`config.mk`:
```
export PLATFORM = sky130hd
export DESIGN_NAME = narrator_top
export DESIGN_NICKNAME = d
export VERILOG_FILES = /design/src/narrator_flash_pkg.sv /design/src/narrator_audio_pkg.sv /design/src/sample_rate_gen.sv /design/src/phoneme_sequencer.sv /design/src/flash_sample_reader.sv /design/src/level_meter.sv /design/src/narrator_top.sv
export VERILOG_INCLUDE_DIRS = /design/src /design/src/src
export SDC_FILE = /design/constraint.sdc
export NUM_CORES = 1
export LEC_CHECK = 0
export ABC_AREA = 1
export ABC_CLOCK_PERIOD_IN_PS = 4150
export BUFFER_PORTS_ARGS = -buffer_cell sky130_fd_sc_hd__buf_2
export CAP_MARGIN = 0
export CORE_MARGIN = 3
export CORE_UTILIZATION = 60
export DETAILED_ROUTE_END_ITERATION = 10
export MAX_ROUTING_LAYER = met4
export PLACE_DENSITY_LB_ADDON = 0.2
export RECOVER_POWER = 100
export SLEW_MARGIN = 20
export SYNTH_ARGS = -nofsm -noshare
export SYNTH_HDL_FRONTEND = slang
export SYNTH_SLANG_ARGS = --single-unit
```
`constraint.sdc`:
```
create_clock -name CLK_50M -period 4.15 [get_ports CLK_50M]
set_input_delay 0.83 -clock CLK_50M [delete_from_list [all_inputs] [get_ports CLK_50M]]
set_output_delay 0.83 -clock CLK_50M [all_outputs]
set_load 0.01 [all_outputs]
```
`src/narrator_defines.svh`:
```
`ifndef NARRATOR_DEFINES_SVH
`define NARRATOR_DEFINES_SVH

// ============================================================
// Sample rate divider
// ============================================================
`define NARR_DIV_DEFAULT 16'd3472  // About 14.4 kHz at 50 MHz
`define NARR_DIV_STEP    16'd100
`define NARR_DIV_MIN     16'd200
`define NARR_DIV_MAX     16'd20000

// ============================================================
// Phoneme layout and level meter
// ============================================================
// Four bytes per flash word, so 16 samples per phoneme
`define NARR_PHONEME_WORDS 4

`define NARR_METER_LEN 16  // Power of two
`define NARR_LED_W     8

`endif

```
`src/narrator_flash_pkg.sv`:
```
package narrator_flash_pkg;

  // Word address into the phoneme flash
  typedef logic [22:0] flash_addr_t;

  // One read word, four packed samples
  typedef logic [31:0] flash_word_t;

  // Fetch side of the sample reader
  typedef enum logic [1:0]
  {
    RD_IDLE,  // No phoneme playing
    RD_REQ,   // flash_read held until accepted
    RD_WAIT,  // Read accepted, data pending
    RD_EMIT   // No read outstanding
  } rd_state_t;

endpackage

```
`src/narrator_audio_pkg.sv`:
```
package narrator_audio_pkg;

  typedef logic [7:0] ascii_t;
  typedef logic signed [7:0] sample_t;  // Two's complement audio
  typedef logic [15:0] div_t;           // Clock cycles per sample

  // Result of character classification
  typedef enum logic [1:0]
  {
    PH_VOICED,
    PH_SILENT,
    PH_INVALID
  } phoneme_kind_t;

  typedef enum logic
  {
    SEQ_IDLE,
    SEQ_PLAY
  } seq_state_t;

endpackage

```
`src/sample_rate_gen.sv`:
```
`timescale 1ns/1ns
`include "narrator_defines.svh"

module sample_rate_gen (
  input  logic                       CLK_50M,
  input  logic                       rst_n,
  input  logic                       speed_up,
  input  logic                       speed_down,
  input  logic                       speed_reset,
  output narrator_audio_pkg::div_t   sample_div,
  output logic                       sample_tick
);

  narrator_audio_pkg::div_t tick_cnt;

  // ============================================================
  // Divider register, clamped to the allowed range
  // ============================================================
  always_ff @(posedge CLK_50M or negedge rst_n)
  begin
    if (!rst_n)
      sample_div <= `NARR_DIV_DEFAULT;
    else if (speed_reset)
      sample_div <= `NARR_DIV_DEFAULT;
    else if (speed_up)  // Faster means fewer cycles
    begin
      if (sample_div < `NARR_DIV_MIN + `NARR_DIV_STEP)
        sample_div <= `NARR_DIV_MIN;
      else
        sample_div <= sample_div - `NARR_DIV_STEP;
    end
    else if (speed_down)
    begin
      if (sample_div > `NARR_DIV_MAX - `NARR_DIV_STEP)
        sample_div <= `NARR_DIV_MAX;
      else
        sample_div <= sample_div + `NARR_DIV_STEP;
    end
  end

  // Tick counter, wraps at sample_div - 1
  always_ff @(posedge CLK_50M or negedge rst_n)
  begin
    if (!rst_n)
    begin
      tick_cnt    <= '0;
      sample_tick <= 1'b0;
    end
    else if (tick_cnt >= sample_div - 16'd1)  // Also catches a divider that just shrank
    begin
      tick_cnt    <= '0;
      sample_tick <= 1'b1;
    end
    else
    begin
      tick_cnt    <= tick_cnt + 16'd1;
      sample_tick <= 1'b0;
    end
  end

endmodule

```
`src/phoneme_sequencer.sv`:
```
`timescale 1ns/1ns
`include "narrator_defines.svh"

module phoneme_sequencer (
  input  logic                              CLK_50M,
  input  logic                              rst_n,
  input  logic                              char_valid,
  input  narrator_audio_pkg::ascii_t        char_data,
  output logic                              char_ready,
  output logic                              char_error,
  output logic                              phoneme_done,
  output logic                              play_start,
  output logic                              play_silent,
  output narrator_flash_pkg::flash_addr_t   play_base,
  input  logic                              play_done
);

  narrator_audio_pkg::seq_state_t    state;
  narrator_audio_pkg::phoneme_kind_t char_kind;
  logic [4:0]                        letter_idx;  // 0 to 25
  logic                              accept;

  // ============================================================
  // Character classification
  // ============================================================
  always_comb
  begin
    char_kind  = narrator_audio_pkg::PH_INVALID;
    letter_idx = '0;
    if (char_data >= "a" && char_data <= "z")
    begin
      char_kind  = narrator_audio_pkg::PH_VOICED;
      letter_idx = 5'(char_data - "a");
    end
    else if (char_data >= "A" && char_data <= "Z")  // Same phonemes as lower case
    begin
      char_kind  = narrator_audio_pkg::PH_VOICED;
      letter_idx = 5'(char_data - "A");
    end
    else if (char_data == " ")
      char_kind = narrator_audio_pkg::PH_SILENT;
  end

  assign char_ready = (state == narrator_audio_pkg::SEQ_IDLE);
  assign accept     = char_valid && char_ready;

  // ============================================================
  // Idle / play control
  // ============================================================
  always_ff @(posedge CLK_50M or negedge rst_n)
  begin
    if (!rst_n)
    begin
      state        <= narrator_audio_pkg::SEQ_IDLE;
      play_start   <= 1'b0;
      char_error   <= 1'b0;
      phoneme_done <= 1'b0;
    end
    else
    begin
      play_start   <= 1'b0;  // Pulses by default
      char_error   <= 1'b0;
      phoneme_done <= 1'b0;
      case (state)
        narrator_audio_pkg::SEQ_IDLE:
          if (accept)
          begin
            if (char_kind == narrator_audio_pkg::PH_INVALID)
              char_error <= 1'b1;  // Rejected, stay ready
            else
            begin
              play_start <= 1'b1;
              state      <= narrator_audio_pkg::SEQ_PLAY;
            end
          end
        narrator_audio_pkg::SEQ_PLAY:
          if (play_done)
          begin
            phoneme_done <= 1'b1;
            state        <= narrator_audio_pkg::SEQ_IDLE;
          end
        default: state <= narrator_audio_pkg::SEQ_IDLE;
      endcase
    end
  end

  // Phoneme base address and kind, held through playback
  always_ff @(posedge CLK_50M)
  begin
    if (accept)
    begin
      play_base   <= narrator_flash_pkg::flash_addr_t'(letter_idx * `NARR_PHONEME_WORDS);
      play_silent <= (char_kind == narrator_audio_pkg::PH_SILENT);
    end
  end

endmodule

```
`src/flash_sample_reader.sv`:
```
`timescale 1ns/1ns
`include "narrator_defines.svh"

module flash_sample_reader (
  input  logic                              CLK_50M,
  input  logic                              rst_n,
  input  logic                              play_start,
  input  logic                              play_silent,
  input  narrator_flash_pkg::flash_addr_t   play_base,
  output logic                              play_done,
  input  logic                              sample_tick,
  output logic                              flash_read,
  output narrator_flash_pkg::flash_addr_t   flash_address,
  input  logic                              flash_waitrequest,
  input  logic                              flash_readdatavalid,
  input  narrator_flash_pkg::flash_word_t   flash_readdata,
  output narrator_audio_pkg::sample_t       sample,
  output logic                              sample_valid
);

  narrator_flash_pkg::rd_state_t   rd_state;
  narrator_flash_pkg::flash_word_t cur_word;  // Word being unpacked
  narrator_flash_pkg::flash_word_t nxt_word;  // Prefetched word
  logic       cur_valid;
  logic       nxt_valid;
  logic [1:0] byte_idx;
  logic [2:0] words_req;
  logic [4:0] sample_cnt;
  logic       silent_mode;
  logic       emit;
  logic       shift;
  logic       load;
  logic       all_out;

  assign all_out = (sample_cnt == 5'(`NARR_PHONEME_WORDS * 4));
  // A tick with nothing buffered is skipped
  assign emit  = sample_tick && (rd_state != narrator_flash_pkg::RD_IDLE) && !all_out &&
                 (silent_mode || cur_valid);
  assign shift = emit && !silent_mode && (byte_idx == 2'd3);  // Last byte of cur_word
  assign load  = flash_readdatavalid && (rd_state == narrator_flash_pkg::RD_WAIT);

  // ============================================================
  // Fetch FSM and sample counting
  // ============================================================
  always_ff @(posedge CLK_50M or negedge rst_n)
  begin
    if (!rst_n)
    begin
      rd_state     <= narrator_flash_pkg::RD_IDLE;
      flash_read   <= 1'b0;
      play_done    <= 1'b0;
      words_req    <= '0;
      sample_cnt   <= '0;
      silent_mode  <= 1'b0;
      sample_valid <= 1'b0;
    end
    else
    begin
      play_done    <= 1'b0;
      sample_valid <= emit;
      if (emit)
        sample_cnt <= sample_cnt + 5'd1;
      case (rd_state)
        narrator_flash_pkg::RD_IDLE:
          if (play_start)
          begin
            silent_mode <= play_silent;
            words_req   <= '0;
            sample_cnt  <= '0;
            flash_read  <= !play_silent;  // Silence never touches the flash
            if (play_silent)
              rd_state <= narrator_flash_pkg::RD_EMIT;
            else
              rd_state <= narrator_flash_pkg::RD_REQ;
          end
        narrator_flash_pkg::RD_REQ:
          if (!flash_waitrequest)
          begin
            flash_read <= 1'b0;
            words_req  <= words_req + 3'd1;
            rd_state   <= narrator_flash_pkg::RD_WAIT;
          end
        narrator_flash_pkg::RD_WAIT:
          if (flash_readdatavalid)
            rd_state <= narrator_flash_pkg::RD_EMIT;
        narrator_flash_pkg::RD_EMIT:
          if (all_out)
          begin
            play_done <= 1'b1;
            rd_state  <= narrator_flash_pkg::RD_IDLE;
          end
          else if (!silent_mode && words_req != 3'(`NARR_PHONEME_WORDS) &&
                   (!nxt_valid || shift))
          begin
            flash_read <= 1'b1;  // A buffer slot is free
            rd_state   <= narrator_flash_pkg::RD_REQ;
          end
        default: rd_state <= narrator_flash_pkg::RD_IDLE;
      endcase
    end
  end

  // Two word buffer occupancy and byte select
  always_ff @(posedge CLK_50M or negedge rst_n)
  begin
    if (!rst_n)
    begin
      cur_valid <= 1'b0;
      nxt_valid <= 1'b0;
      byte_idx  <= '0;
    end
    else
    begin
      if (emit && !silent_mode)
        byte_idx <= byte_idx + 2'd1;
      if (shift)
      begin
        cur_valid <= nxt_valid || load;
        nxt_valid <= 1'b0;
      end
      else if (load && cur_valid)
        nxt_valid <= 1'b1;
      else if (load)
        cur_valid <= 1'b1;
    end
  end

  always_ff @(posedge CLK_50M)
  begin
    if (shift)
      cur_word <= load ? flash_readdata : nxt_word;
    else if (load && cur_valid)
      nxt_word <= flash_readdata;
    else if (load)
      cur_word <= flash_readdata;

    if (rd_state == narrator_flash_pkg::RD_IDLE && play_start)
      flash_address <= play_base;
    else if (rd_state == narrator_flash_pkg::RD_REQ && !flash_waitrequest)
      flash_address <= flash_address + 23'd1;  // Move on once accepted

    if (emit)  // Lowest byte first
      sample <= silent_mode ? '0 : narrator_audio_pkg::sample_t'(cur_word[8*byte_idx +: 8]);
  end

endmodule

```
`src/level_meter.sv`:
```
`timescale 1ns/1ns
`include "narrator_defines.svh"

module level_meter (
  input  logic                          CLK_50M,
  input  logic                          rst_n,
  input  narrator_audio_pkg::sample_t   sample,
  input  logic                          sample_valid,
  output logic [`NARR_LED_W-1:0]        led_level
);

  logic [7:0]                            mag;  // At most 128 for a sample of -128
  logic [$clog2(`NARR_METER_LEN)+7:0]    acc;
  logic [$clog2(`NARR_METER_LEN)+7:0]    total;
  logic [$clog2(`NARR_METER_LEN)-1:0]    cnt;
  logic [3:0]                            level;
  logic [`NARR_LED_W-1:0]                bar;

  assign mag   = sample[7] ? (~sample + 8'd1) : sample;
  assign total = acc + mag;
  // Window average over 16 gives the number of lit LEDs
  assign level = 4'(total >> ($clog2(`NARR_METER_LEN) + 4));

  // Thermometer code
  always_comb
  begin
    for (int i = 0; i < `NARR_LED_W; i++)
      bar[i] = (level > i);
  end

  always_ff @(posedge CLK_50M or negedge rst_n)
  begin
    if (!rst_n)
    begin
      acc       <= '0;
      cnt       <= '0;
      led_level <= '0;
    end
    else if (sample_valid)
    begin
      cnt <= cnt + 1'b1;
      if (cnt == `NARR_METER_LEN - 1)
      begin
        led_level <= bar;
        acc       <= '0;  // Start a new window
      end
      else
        acc <= total;
    end
  end

endmodule

```
`src/narrator_top.sv`:
```
`timescale 1ns/1ns
`include "narrator_defines.svh"

module narrator_top (
  input  logic                              CLK_50M,
  input  logic                              rst_n,
  input  logic                              char_valid,
  input  narrator_audio_pkg::ascii_t        char_data,
  output logic                              char_ready,
  output logic                              char_error,
  output logic                              phoneme_done,
  input  logic                              speed_up,
  input  logic                              speed_down,
  input  logic                              speed_reset,
  output narrator_audio_pkg::div_t          sample_div,
  output logic                              flash_read,
  output narrator_flash_pkg::flash_addr_t   flash_address,
  input  logic                              flash_waitrequest,
  input  narrator_flash_pkg::flash_word_t   flash_readdata,
  input  logic                              flash_readdatavalid,
  output narrator_audio_pkg::sample_t       sample,
  output logic                              sample_valid,
  output logic [`NARR_LED_W-1:0]            led_level
);

  // Sequencer to reader
  logic                            play_start;
  logic                            play_silent;
  narrator_flash_pkg::flash_addr_t play_base;
  logic                            play_done;
  logic                            sample_tick;

  sample_rate_gen u_rate (
    .CLK_50M(CLK_50M), .rst_n(rst_n), .speed_up(speed_up), .speed_down(speed_down),
    .speed_reset(speed_reset), .sample_div(sample_div), .sample_tick(sample_tick));

  phoneme_sequencer u_seq (
    .CLK_50M(CLK_50M), .rst_n(rst_n), .char_valid(char_valid), .char_data(char_data),
    .char_ready(char_ready), .char_error(char_error), .phoneme_done(phoneme_done),
    .play_start(play_start), .play_silent(play_silent), .play_base(play_base),
    .play_done(play_done));

  flash_sample_reader u_reader (
    .CLK_50M(CLK_50M), .rst_n(rst_n), .play_start(play_start), .play_silent(play_silent),
    .play_base(play_base), .play_done(play_done), .sample_tick(sample_tick),
    .flash_read(flash_read), .flash_address(flash_address),
    .flash_waitrequest(flash_waitrequest), .flash_readdatavalid(flash_readdatavalid),
    .flash_readdata(flash_readdata), .sample(sample), .sample_valid(sample_valid));

  level_meter u_meter (
    .CLK_50M(CLK_50M), .rst_n(rst_n), .sample(sample), .sample_valid(sample_valid),
    .led_level(led_level));

endmodule

```
# Word level (Yosys, flattened, before mapping)
# Index checks and enable logic that the tools add are counted.
# word_totals
regBits	180
in_bits	48
out_inout_bits	60
word_cells	168
# op_classes
n_addsub	13
order_cmp	15
n_eq_ne	17
shifts	1
n_mux	55
bitwise	3
n_reduce_logical	37
# op_table
op	n
$mux W32	4
$mux W16	6
$shiftx A32 B6 Y8	1
$mux W5	5
$add A23 B1 Y23 const B	1
$mux W23	1
$mux W1	21
$mux W2	9
$add A16 B1 Y16 const B	1
$add A16 B7 Y16 const B	1
$ge A16 B16 Y1	1
$ge A8 B7 Y1 const B	2
$gt A16 B15 Y1 const B	1
$gt A4 B3 Y1 const B	4
$le A8 B7 Y1 const B	2
$lt A16 B9 Y1 const B	1
$sub A16 B1 Y16 const B	1
$sub A16 B7 Y16 const B	1
$logic_and A1 B1 Y1	14
$add A12 B8 Y12	1
$mux W12	1
$reduce_bool A2 Y1	5
$sub A5 B1 Y5 const B	2
$add A8 B1 Y8 const B	1
other kinds (32)	54

# Depth between registers and ports, before layout
# logic_depth
ltp_word	11
depth_mapped	18
mapped_depth_nobuf	18

# By module
# From an unflattened synthesis, not the netlist that was laid out.
# unflattened
hier_cells	1240
hier_area_um2	10530.1
# by_module_without_submodules
module	n_inst	cells_per_inst	area_per_inst_um2	seq_area_each_um2
flash_sample_reader	1	555	5430.2	3303.2
sample_rate_gen	1	379	2698.8	782.0
level_meter	1	228	1711.6	600.6
phoneme_sequencer	1	78	689.4	280.3

# Least setup slack after synthesis
# Ideal clock, no wire load.
# synth_path
path_type	input port to flip-flop
start	input port flash_readdatavalid
end	register u_reader.cur_word[0] (enable)
setup_time_ps	466
t_arrival_ps	3216
t_required_ps	3684
slack_ps	469
stages	2
n_path_buf	0
path_cell_list	nand2_1 o21ai_0
# synth_between
elab_chain_len	4
word_cells_on_any_way	5
classes_between	1 x eq/ne; 4 x reduce/logical
# synth_rtl
item	line	rtl
start, declared	narrator_top.sv:20	input logic flash_readdatavalid,
$logic_and A1 B1 Y1 *	flash_sample_reader.sv:40	assign load = flash_readdatavalid && (rd_state == narrator_flash_pkg::RD_WAIT);
$logic_and A1 B1 Y1	flash_sample_reader.sv:132	else if (load && cur_valid)
$ne A2 B1 Y1 (no source line)	n/a	
$reduce_and A2 Y1 (no source line) *	n/a	
end signal, assigned	flash_sample_reader.sv:131	cur_word <= load ? flash_readdata : nxt_word;
end signal, assigned	flash_sample_reader.sv:135	cur_word <= flash_readdata;
end, declared	flash_sample_reader.sv:22	narrator_flash_pkg::flash_word_t cur_word;
# Mark *: on every way between the ends. The rest lies on a longest branch, timed or not.
# A chain may end at the register's enable or synchronous reset.

# Worst setup path after layout
# layout_path
start	register u_reader.rd_state[0]
end	register u_reader.nxt_word[11] (enable)
# layout_between
elab_chain_len	8
word_cells_on_any_way	11
classes_between	1 x eq/ne; 1 x bitwise; 9 x reduce/logical
# layout_rtl
item	line	rtl
start, declared	flash_sample_reader.sv:21	narrator_flash_pkg::rd_state_t rd_state;
start signal, assigned	flash_sample_reader.sv:49	rd_state <= narrator_flash_pkg::RD_IDLE;
start signal, assigned	flash_sample_reader.sv:72	rd_state <= narrator_flash_pkg::RD_EMIT;
start signal, assigned	flash_sample_reader.sv:74	rd_state <= narrator_flash_pkg::RD_REQ;
$reduce_bool A2 Y1	flash_sample_reader.sv:37	assign emit = sample_tick && (rd_state != narrator_flash_pkg::RD_IDLE) && !all_out &&
$logic_and A1 B1 Y1 (3 in a row)	flash_sample_reader.sv:37	
net u_reader.emit	flash_sample_reader.sv:30	logic emit;
$logic_and A1 B1 Y1 (2 in a row)	flash_sample_reader.sv:39	assign shift = emit && !silent_mode && (byte_idx == 2'd3);
$not A1 Y1 (no source line)	n/a	
$reduce_and A2 Y1 (no source line)	n/a	
end signal, assigned	flash_sample_reader.sv:133	nxt_word <= flash_readdata;
end, declared	flash_sample_reader.sv:23	narrator_flash_pkg::flash_word_t nxt_word;
# The timed path passes the listed nets, and every way through them passes these cells.

==> report_table.html <==
<table>
<tr><th>Metric</th><th>Value</th></tr>
<tr><th colspan="2">Power</th></tr>
<tr><td>Part of the power in registers</td><td>48.7%</td></tr>
<tr><td>Power share of the clock group</td><td>39.1%</td></tr>
<tr><td>Combinational group share of total power</td><td>12.2%</td></tr>
<tr><td>Net switching power figure</td><td>1.15 mW</td></tr>
<tr><td>Internal cell power</td><td>about 3.0 mW</td></tr>
<tr><td>Largest voltage drop on the vdd net</td><td>337 uV</td></tr>
<tr><td>Fraction of power spent switching nets</td><td>28.0%</td></tr>
<tr><td>Power per cell area</td><td>369 mW/mm2</td></tr>
<tr><td>Leakage power figure</td><td>~5 nW</td></tr>
<tr><th colspan="2">Global route</th></tr>
<tr><td>Wire length of the first global-routing pass</td><td>35,600 um</td></tr>
<tr><td>Via count of the first global-routing pass</td><td>7,560</td></tr>
<tr><td>Total global routing overflow</td><td>0</td></tr>
<tr><td>Initial antenna violation count</td><td>0</td></tr>
<tr><td>Pin count of the biggest net entering global routing</td><td>about 80</td></tr>
<tr><td>Total GRT Usage</td><td>24.5%</td></tr>
<tr><th colspan="2">Timing</th></tr>
<tr><td>Highest Clock Rate</td><td>293 MHz</td></tr>
<tr><td>Max-slew violation count</td><td>78</td></tr>
<tr><td>Setup repair after global routing missed its margin</td><td>false</td></tr>
<tr><td>Crit path time final</td><td>about 3.4 ns</td></tr>
<tr><td>Final Setup Violations</td><td>0</td></tr>
<tr><td>Period utilisation layout</td><td>just over 80%</td></tr>
<tr><td>Slew at the pin with the worst max-slew slack</td><td>1.96 ns</td></tr>
<tr><td>Worst slew slack as a fraction of its limit</td><td>-30.7%</td></tr>
<tr><td>Worst Clk Skew</td><td>0.0135 ns</td></tr>
<tr><td>Sum of negative setup slack</td><td>0 ns</td></tr>
<tr><td>Final hold viol count</td><td>0</td></tr>
<tr><th colspan="2">Layout</th></tr>
<tr><td>FILL cells</td><td>roughly 1,500</td></tr>
<tr><td>Multi-input combinational cell area</td><td>0.00434 mm2</td></tr>
<tr><td>Register area</td><td>roughly 0.005 mm2</td></tr>
<tr><td>Total inserted antenna cells</td><td>0</td></tr>
<tr><td>Fraction of final layout cells sized beyond drive strength 1</td><td>6.54%</td></tr>
<tr><td>Post-layout instance area</td><td>about 0.011 mm2</td></tr>
<tr><td>Area Overhead vs Synth</td><td>9.34%</td></tr>
<tr><td>Fin nets</td><td>between 1,000 and 1,500</td></tr>
<tr><th colspan="2">Setup path</th></tr>
<tr><td>Worst setup path startpoint</td><td>u_reader.rd_state[0]</td></tr>
<tr><td>Critical Path Start Type</td><td>flip-flop</td></tr>
<tr><td>Critical R2R Launch</td><td>u_reader.rd_state[0]</td></tr>
<tr><td>R2R Setup Slk</td><td>around 0.74 ns</td></tr>
<tr><td>Cell family with the largest share of critical-path delay</td><td>buffers and inverters</td></tr>
<tr><td>Slowest stage delay, CP</td><td>0.65 ns</td></tr>
<tr><td>Most repeated library cell on the critical path</td><td>nand2_1</td></tr>
<tr><td>Class of the most critical setup path</td><td>reg -&gt; reg</td></tr>
<tr><td>Required time of the critical path</td><td>4.22 ns</td></tr>
<tr><td>Critical path arrival</td><td>3.48 ns</td></tr>
<tr><td>Endpoint of the worst setup timing path</td><td>u_reader.nxt_word[11]</td></tr>
<tr><td>Crit path buf inv count</td><td>4</td></tr>
<tr><td>Endpoint of the most critical register-to-register path</td><td>u_reader.nxt_word[11]</td></tr>
<tr><td>Worst-path fanout max</td><td>32</td></tr>
<tr><td>Length in cells of the worst reg-to-reg path</td><td>11</td></tr>
<tr><td>Setup crit end kind</td><td>flip-flop</td></tr>
<tr><td>Slowest cell on the critical path</td><td>clkbuf_2</td></tr>
<tr><td>WP depth</td><td>11</td></tr>
<tr><td>Series of cell instances along the critical path</td><td>inv_1, ha_1, inv_1, nand2_1, nor2_4, nand2_1, clkinvlp_2, nand3_1, nand2_1, nor2_2, clkbuf_2</td></tr>
<tr><th colspan="2">CTS</th></tr>
<tr><td>Level count of the clock H-tree</td><td>4</td></tr>
<tr><td>Number of buffers created by CTS</td><td>17</td></tr>
<tr><td>Clock tree from TritonCTS</td><td>built</td></tr>
<tr><td>Clock transition at path regs</td><td>0.08 ns</td></tr>
<tr><td>Max Buffers Root-to-Sink</td><td>2</td></tr>
<tr><td>Post-CTS Setup Inserts</td><td>0</td></tr>
<tr><td>Clock Root Buffer</td><td>clkbuf_16</td></tr>
<tr><td>Cts-stage hold buffer count</td><td>0</td></tr>
<tr><td>Clk sinks</td><td>178</td></tr>
<tr><td>Skew-Pair Late Insertion Delay</td><td>0.44 ns</td></tr>
<tr><td>Post-CTS sizing</td><td>0</td></tr>
<tr><th colspan="2">Routing</th></tr>
<tr><td>Sum of routed wire length over all layers</td><td>21,800 um</td></tr>
<tr><td>Drt first-iter violations</td><td>502</td></tr>
<tr><td>Total number of vias</td><td>7,966</td></tr>
<tr><td>Number of design rule violations left after detail routing</td><td>0</td></tr>
<tr><td>Post-DR vias/cell</td><td>around 5.5</td></tr>
<tr><td>DR WL/cell</td><td>about 15 um</td></tr>
<tr><td>First drt pass iteration count</td><td>6</td></tr>
<tr><td>Detail Route Antenna Nets</td><td>0</td></tr>
<tr><th colspan="2">Run status</th></tr>
<tr><td>Result of the run</td><td>finished, violations left</td></tr>
<tr><td>Failing checks</td><td>capacitance limit, slew limit</td></tr>
<tr><th colspan="2">Logic synthesis</th></tr>
<tr><td>Fraction of the mapped netlist area in compound gates</td><td>7.71%</td></tr>
<tr><td>Multiplexer share of the synthesized area</td><td>4.75%</td></tr>
<tr><td>Largest cells by area after synthesis</td><td>edfxtp_1, dfrtp_1, nand2_1</td></tr>
<tr><td>Biggest area consumer among synthesized cells</td><td>edfxtp_1</td></tr>
<tr><td>Main flop type after synthesis</td><td>edfxtp_1</td></tr>
<tr><td>Count of flip-flops with a built-in enable after synthesis</td><td>101</td></tr>
<tr><td>Share of the synthesized netlist area taken by xor and xnor gates</td><td>slightly below 4%</td></tr>
<tr><td>Most frequent cells after synthesis</td><td>nand2_1, nor2_1, inv_1, edfxtp_1, nand3_1</td></tr>
<tr><td>Synthesized-area fraction occupied by adder cells</td><td>5.97%</td></tr>
<tr><td>Ys async rst share</td><td>43.3%</td></tr>
<tr><td>Unique masters post-synth</td><td>53</td></tr>
<tr><td>Post-synthesis cell count</td><td>1,124</td></tr>
<tr><td>Synth Area in Simple Gates</td><td>approximately 22%</td></tr>
<tr><td>Leading cell type by number of instances after synthesis</td><td>nand2_1</td></tr>
<tr><td>Netlist Area Pre-Place</td><td>0.0102 mm2</td></tr>
<tr><td>Syn. warnings</td><td>0</td></tr>
<tr><td>Largest family of logic cells by synthesized area</td><td>simple AND/OR/NAND/NOR gates</td></tr>
<tr><td>Flops &amp; latches, synth</td><td>178</td></tr>
<tr><td>Share of the yosys chip area belonging to registers</td><td>48.8%</td></tr>
<tr><td>Synth Area per Inst</td><td>between 9 and 10 um2</td></tr>
<tr><td>Area share of the largest cell type after synthesis</td><td>29.8%</td></tr>
<tr><th colspan="2">Die</th></tr>
<tr><td>Floorplan die width</td><td>136 um</td></tr>
<tr><td>Floorplan core area</td><td>about 0.017 mm2</td></tr>
<tr><td>Effective utilization at floorplan</td><td>61.4%</td></tr>
<tr><td>Top-level I/O count</td><td>108</td></tr>
<tr><td>Row cnt</td><td>47</td></tr>
<tr><td>Die H</td><td>136 um</td></tr>
<tr><td>Total Die Area</td><td>0.0186 mm2</td></tr>
<tr><th colspan="2">Min path</th></tr>
<tr><td>Type of the worst min-delay path</td><td>reg -&gt; reg</td></tr>
<tr><th colspan="2">Place</th></tr>
<tr><td>Final GP Congestion</td><td>about 0.95</td></tr>
<tr><td>HPWL after DPL</td><td>15,300 um</td></tr>
<tr><td>Placed instance area</td><td>0.0109 mm2</td></tr>
<tr><td>Number of port buffers</td><td>105</td></tr>
<tr><th colspan="2">Run</th></tr>
<tr><td>Number of maximum-capacitance violations</td><td>1</td></tr>
</table>
## metrics by stage
stage	utilization, %	instances	worst slack [ns]	hold WS, ns	total power [mW]
after global placement	65.5	1427	1.12	0.450	2.53
after CTS	69.0	1459	0.965	0.480	4.15
after floorplan	-	1125	0.469	0.425	2.39
after detailed placement	65.5	1427	0.995	0.451	2.54
after global routing	67.2	1459	0.404	0.505	4.28
final	67.2	1459	0.739	0.477	4.11
## layer usage
layer  up-vias  wire length, um  track usage, %
li1       3945                -               -
met1      3756             9860            32.3
met2       225            10400            39.0
met3        40             1080            4.52
met4         0              450            7.67
met5         -                0               -
## state kept, by name (all words and copies together), names as in the netlist, 2 cells and up
signal	cells
u_meter.led_level	8
u_seq.play_base	5
u_reader.words_req	3
u_reader.sample	8
u_reader.byte_idx	2
u_rate.tick_cnt	16
u_rate.sample_div	14
u_reader.nxt_word	32
u_reader.sample_cnt	5
u_meter.cnt	4
u_meter.acc	12
u_reader.rd_state	2
u_reader.cur_word	32
u_reader.flash_address	23
## power groups by stage
stage / sequential (mW) / clock [mW] / combinational, mW
2_1_floorplan: 2.01 / 0 / 0.382
3_3_place_gp: 2.04 / 0 / 0.497
3_5_place_dp: 2.04 / 0 / 0.504
4_1_cts: 2.00 / 1.63 / 0.521
5_1_grt: 2.01 / 1.70 / 0.568
6_report: 2.00 / 1.61 / 0.500
## cells by family after synthesis
group / Yosys count
XOR/XNOR: 46
adder cells (fa/ha/maj): 48
flip-flops: 178
AND/OR/NAND/NOR: 506
buffers and inverters: 166
multiplexers: 33
other: 1
AO/OA/AOI/OAI: 146
## placed cells by master, fill, tap and decap left out, types with 47 or more instances in the layout
cell type and count:
nand2_1 230, ha_1 47, edfxtp_1 101, a21oi_1 54
o21ai_0 66, clkbuf_1 83, nand3_1 79, dfrtp_1 72
nor2_1 136, inv_1 131
## worst min-delay path by stage
stage / start / endpoint / slack (ns) / cells after the start
global placement: u_seq.state / u_seq.phoneme_done / 0.45 / 2
CTS: u_seq.state / u_seq.phoneme_done / 0.48 / 2
global route: u_reader.play_done / u_seq.state / 0.50 / 1
floorplan: u_reader.play_done / u_seq.state / 0.42 / 1
detailed placement: u_reader.play_done / u_seq.phoneme_done / 0.45 / 2
finish: u_seq.state / u_seq.phoneme_done / 0.48 / 2
## tightest hold or removal path, stage by stage, from the launching register on
cell     delay [ns]
dfrtp_1        0.35
nand2_1        0.05
inv_1          0.05
## layout make-up
cell class                      instances  area share, %
Tap cell                              220           2.47
Timing Repair Buffer                  109           4.00
Clock inverter                         14           1.42
Inverter                              139           4.70
Clock buffer                           18           3.85
Multi-Input combinational cell        781           39.0
Sequential cell                       178           44.6
No activity file was read; power rests on OpenSTA's default activity.
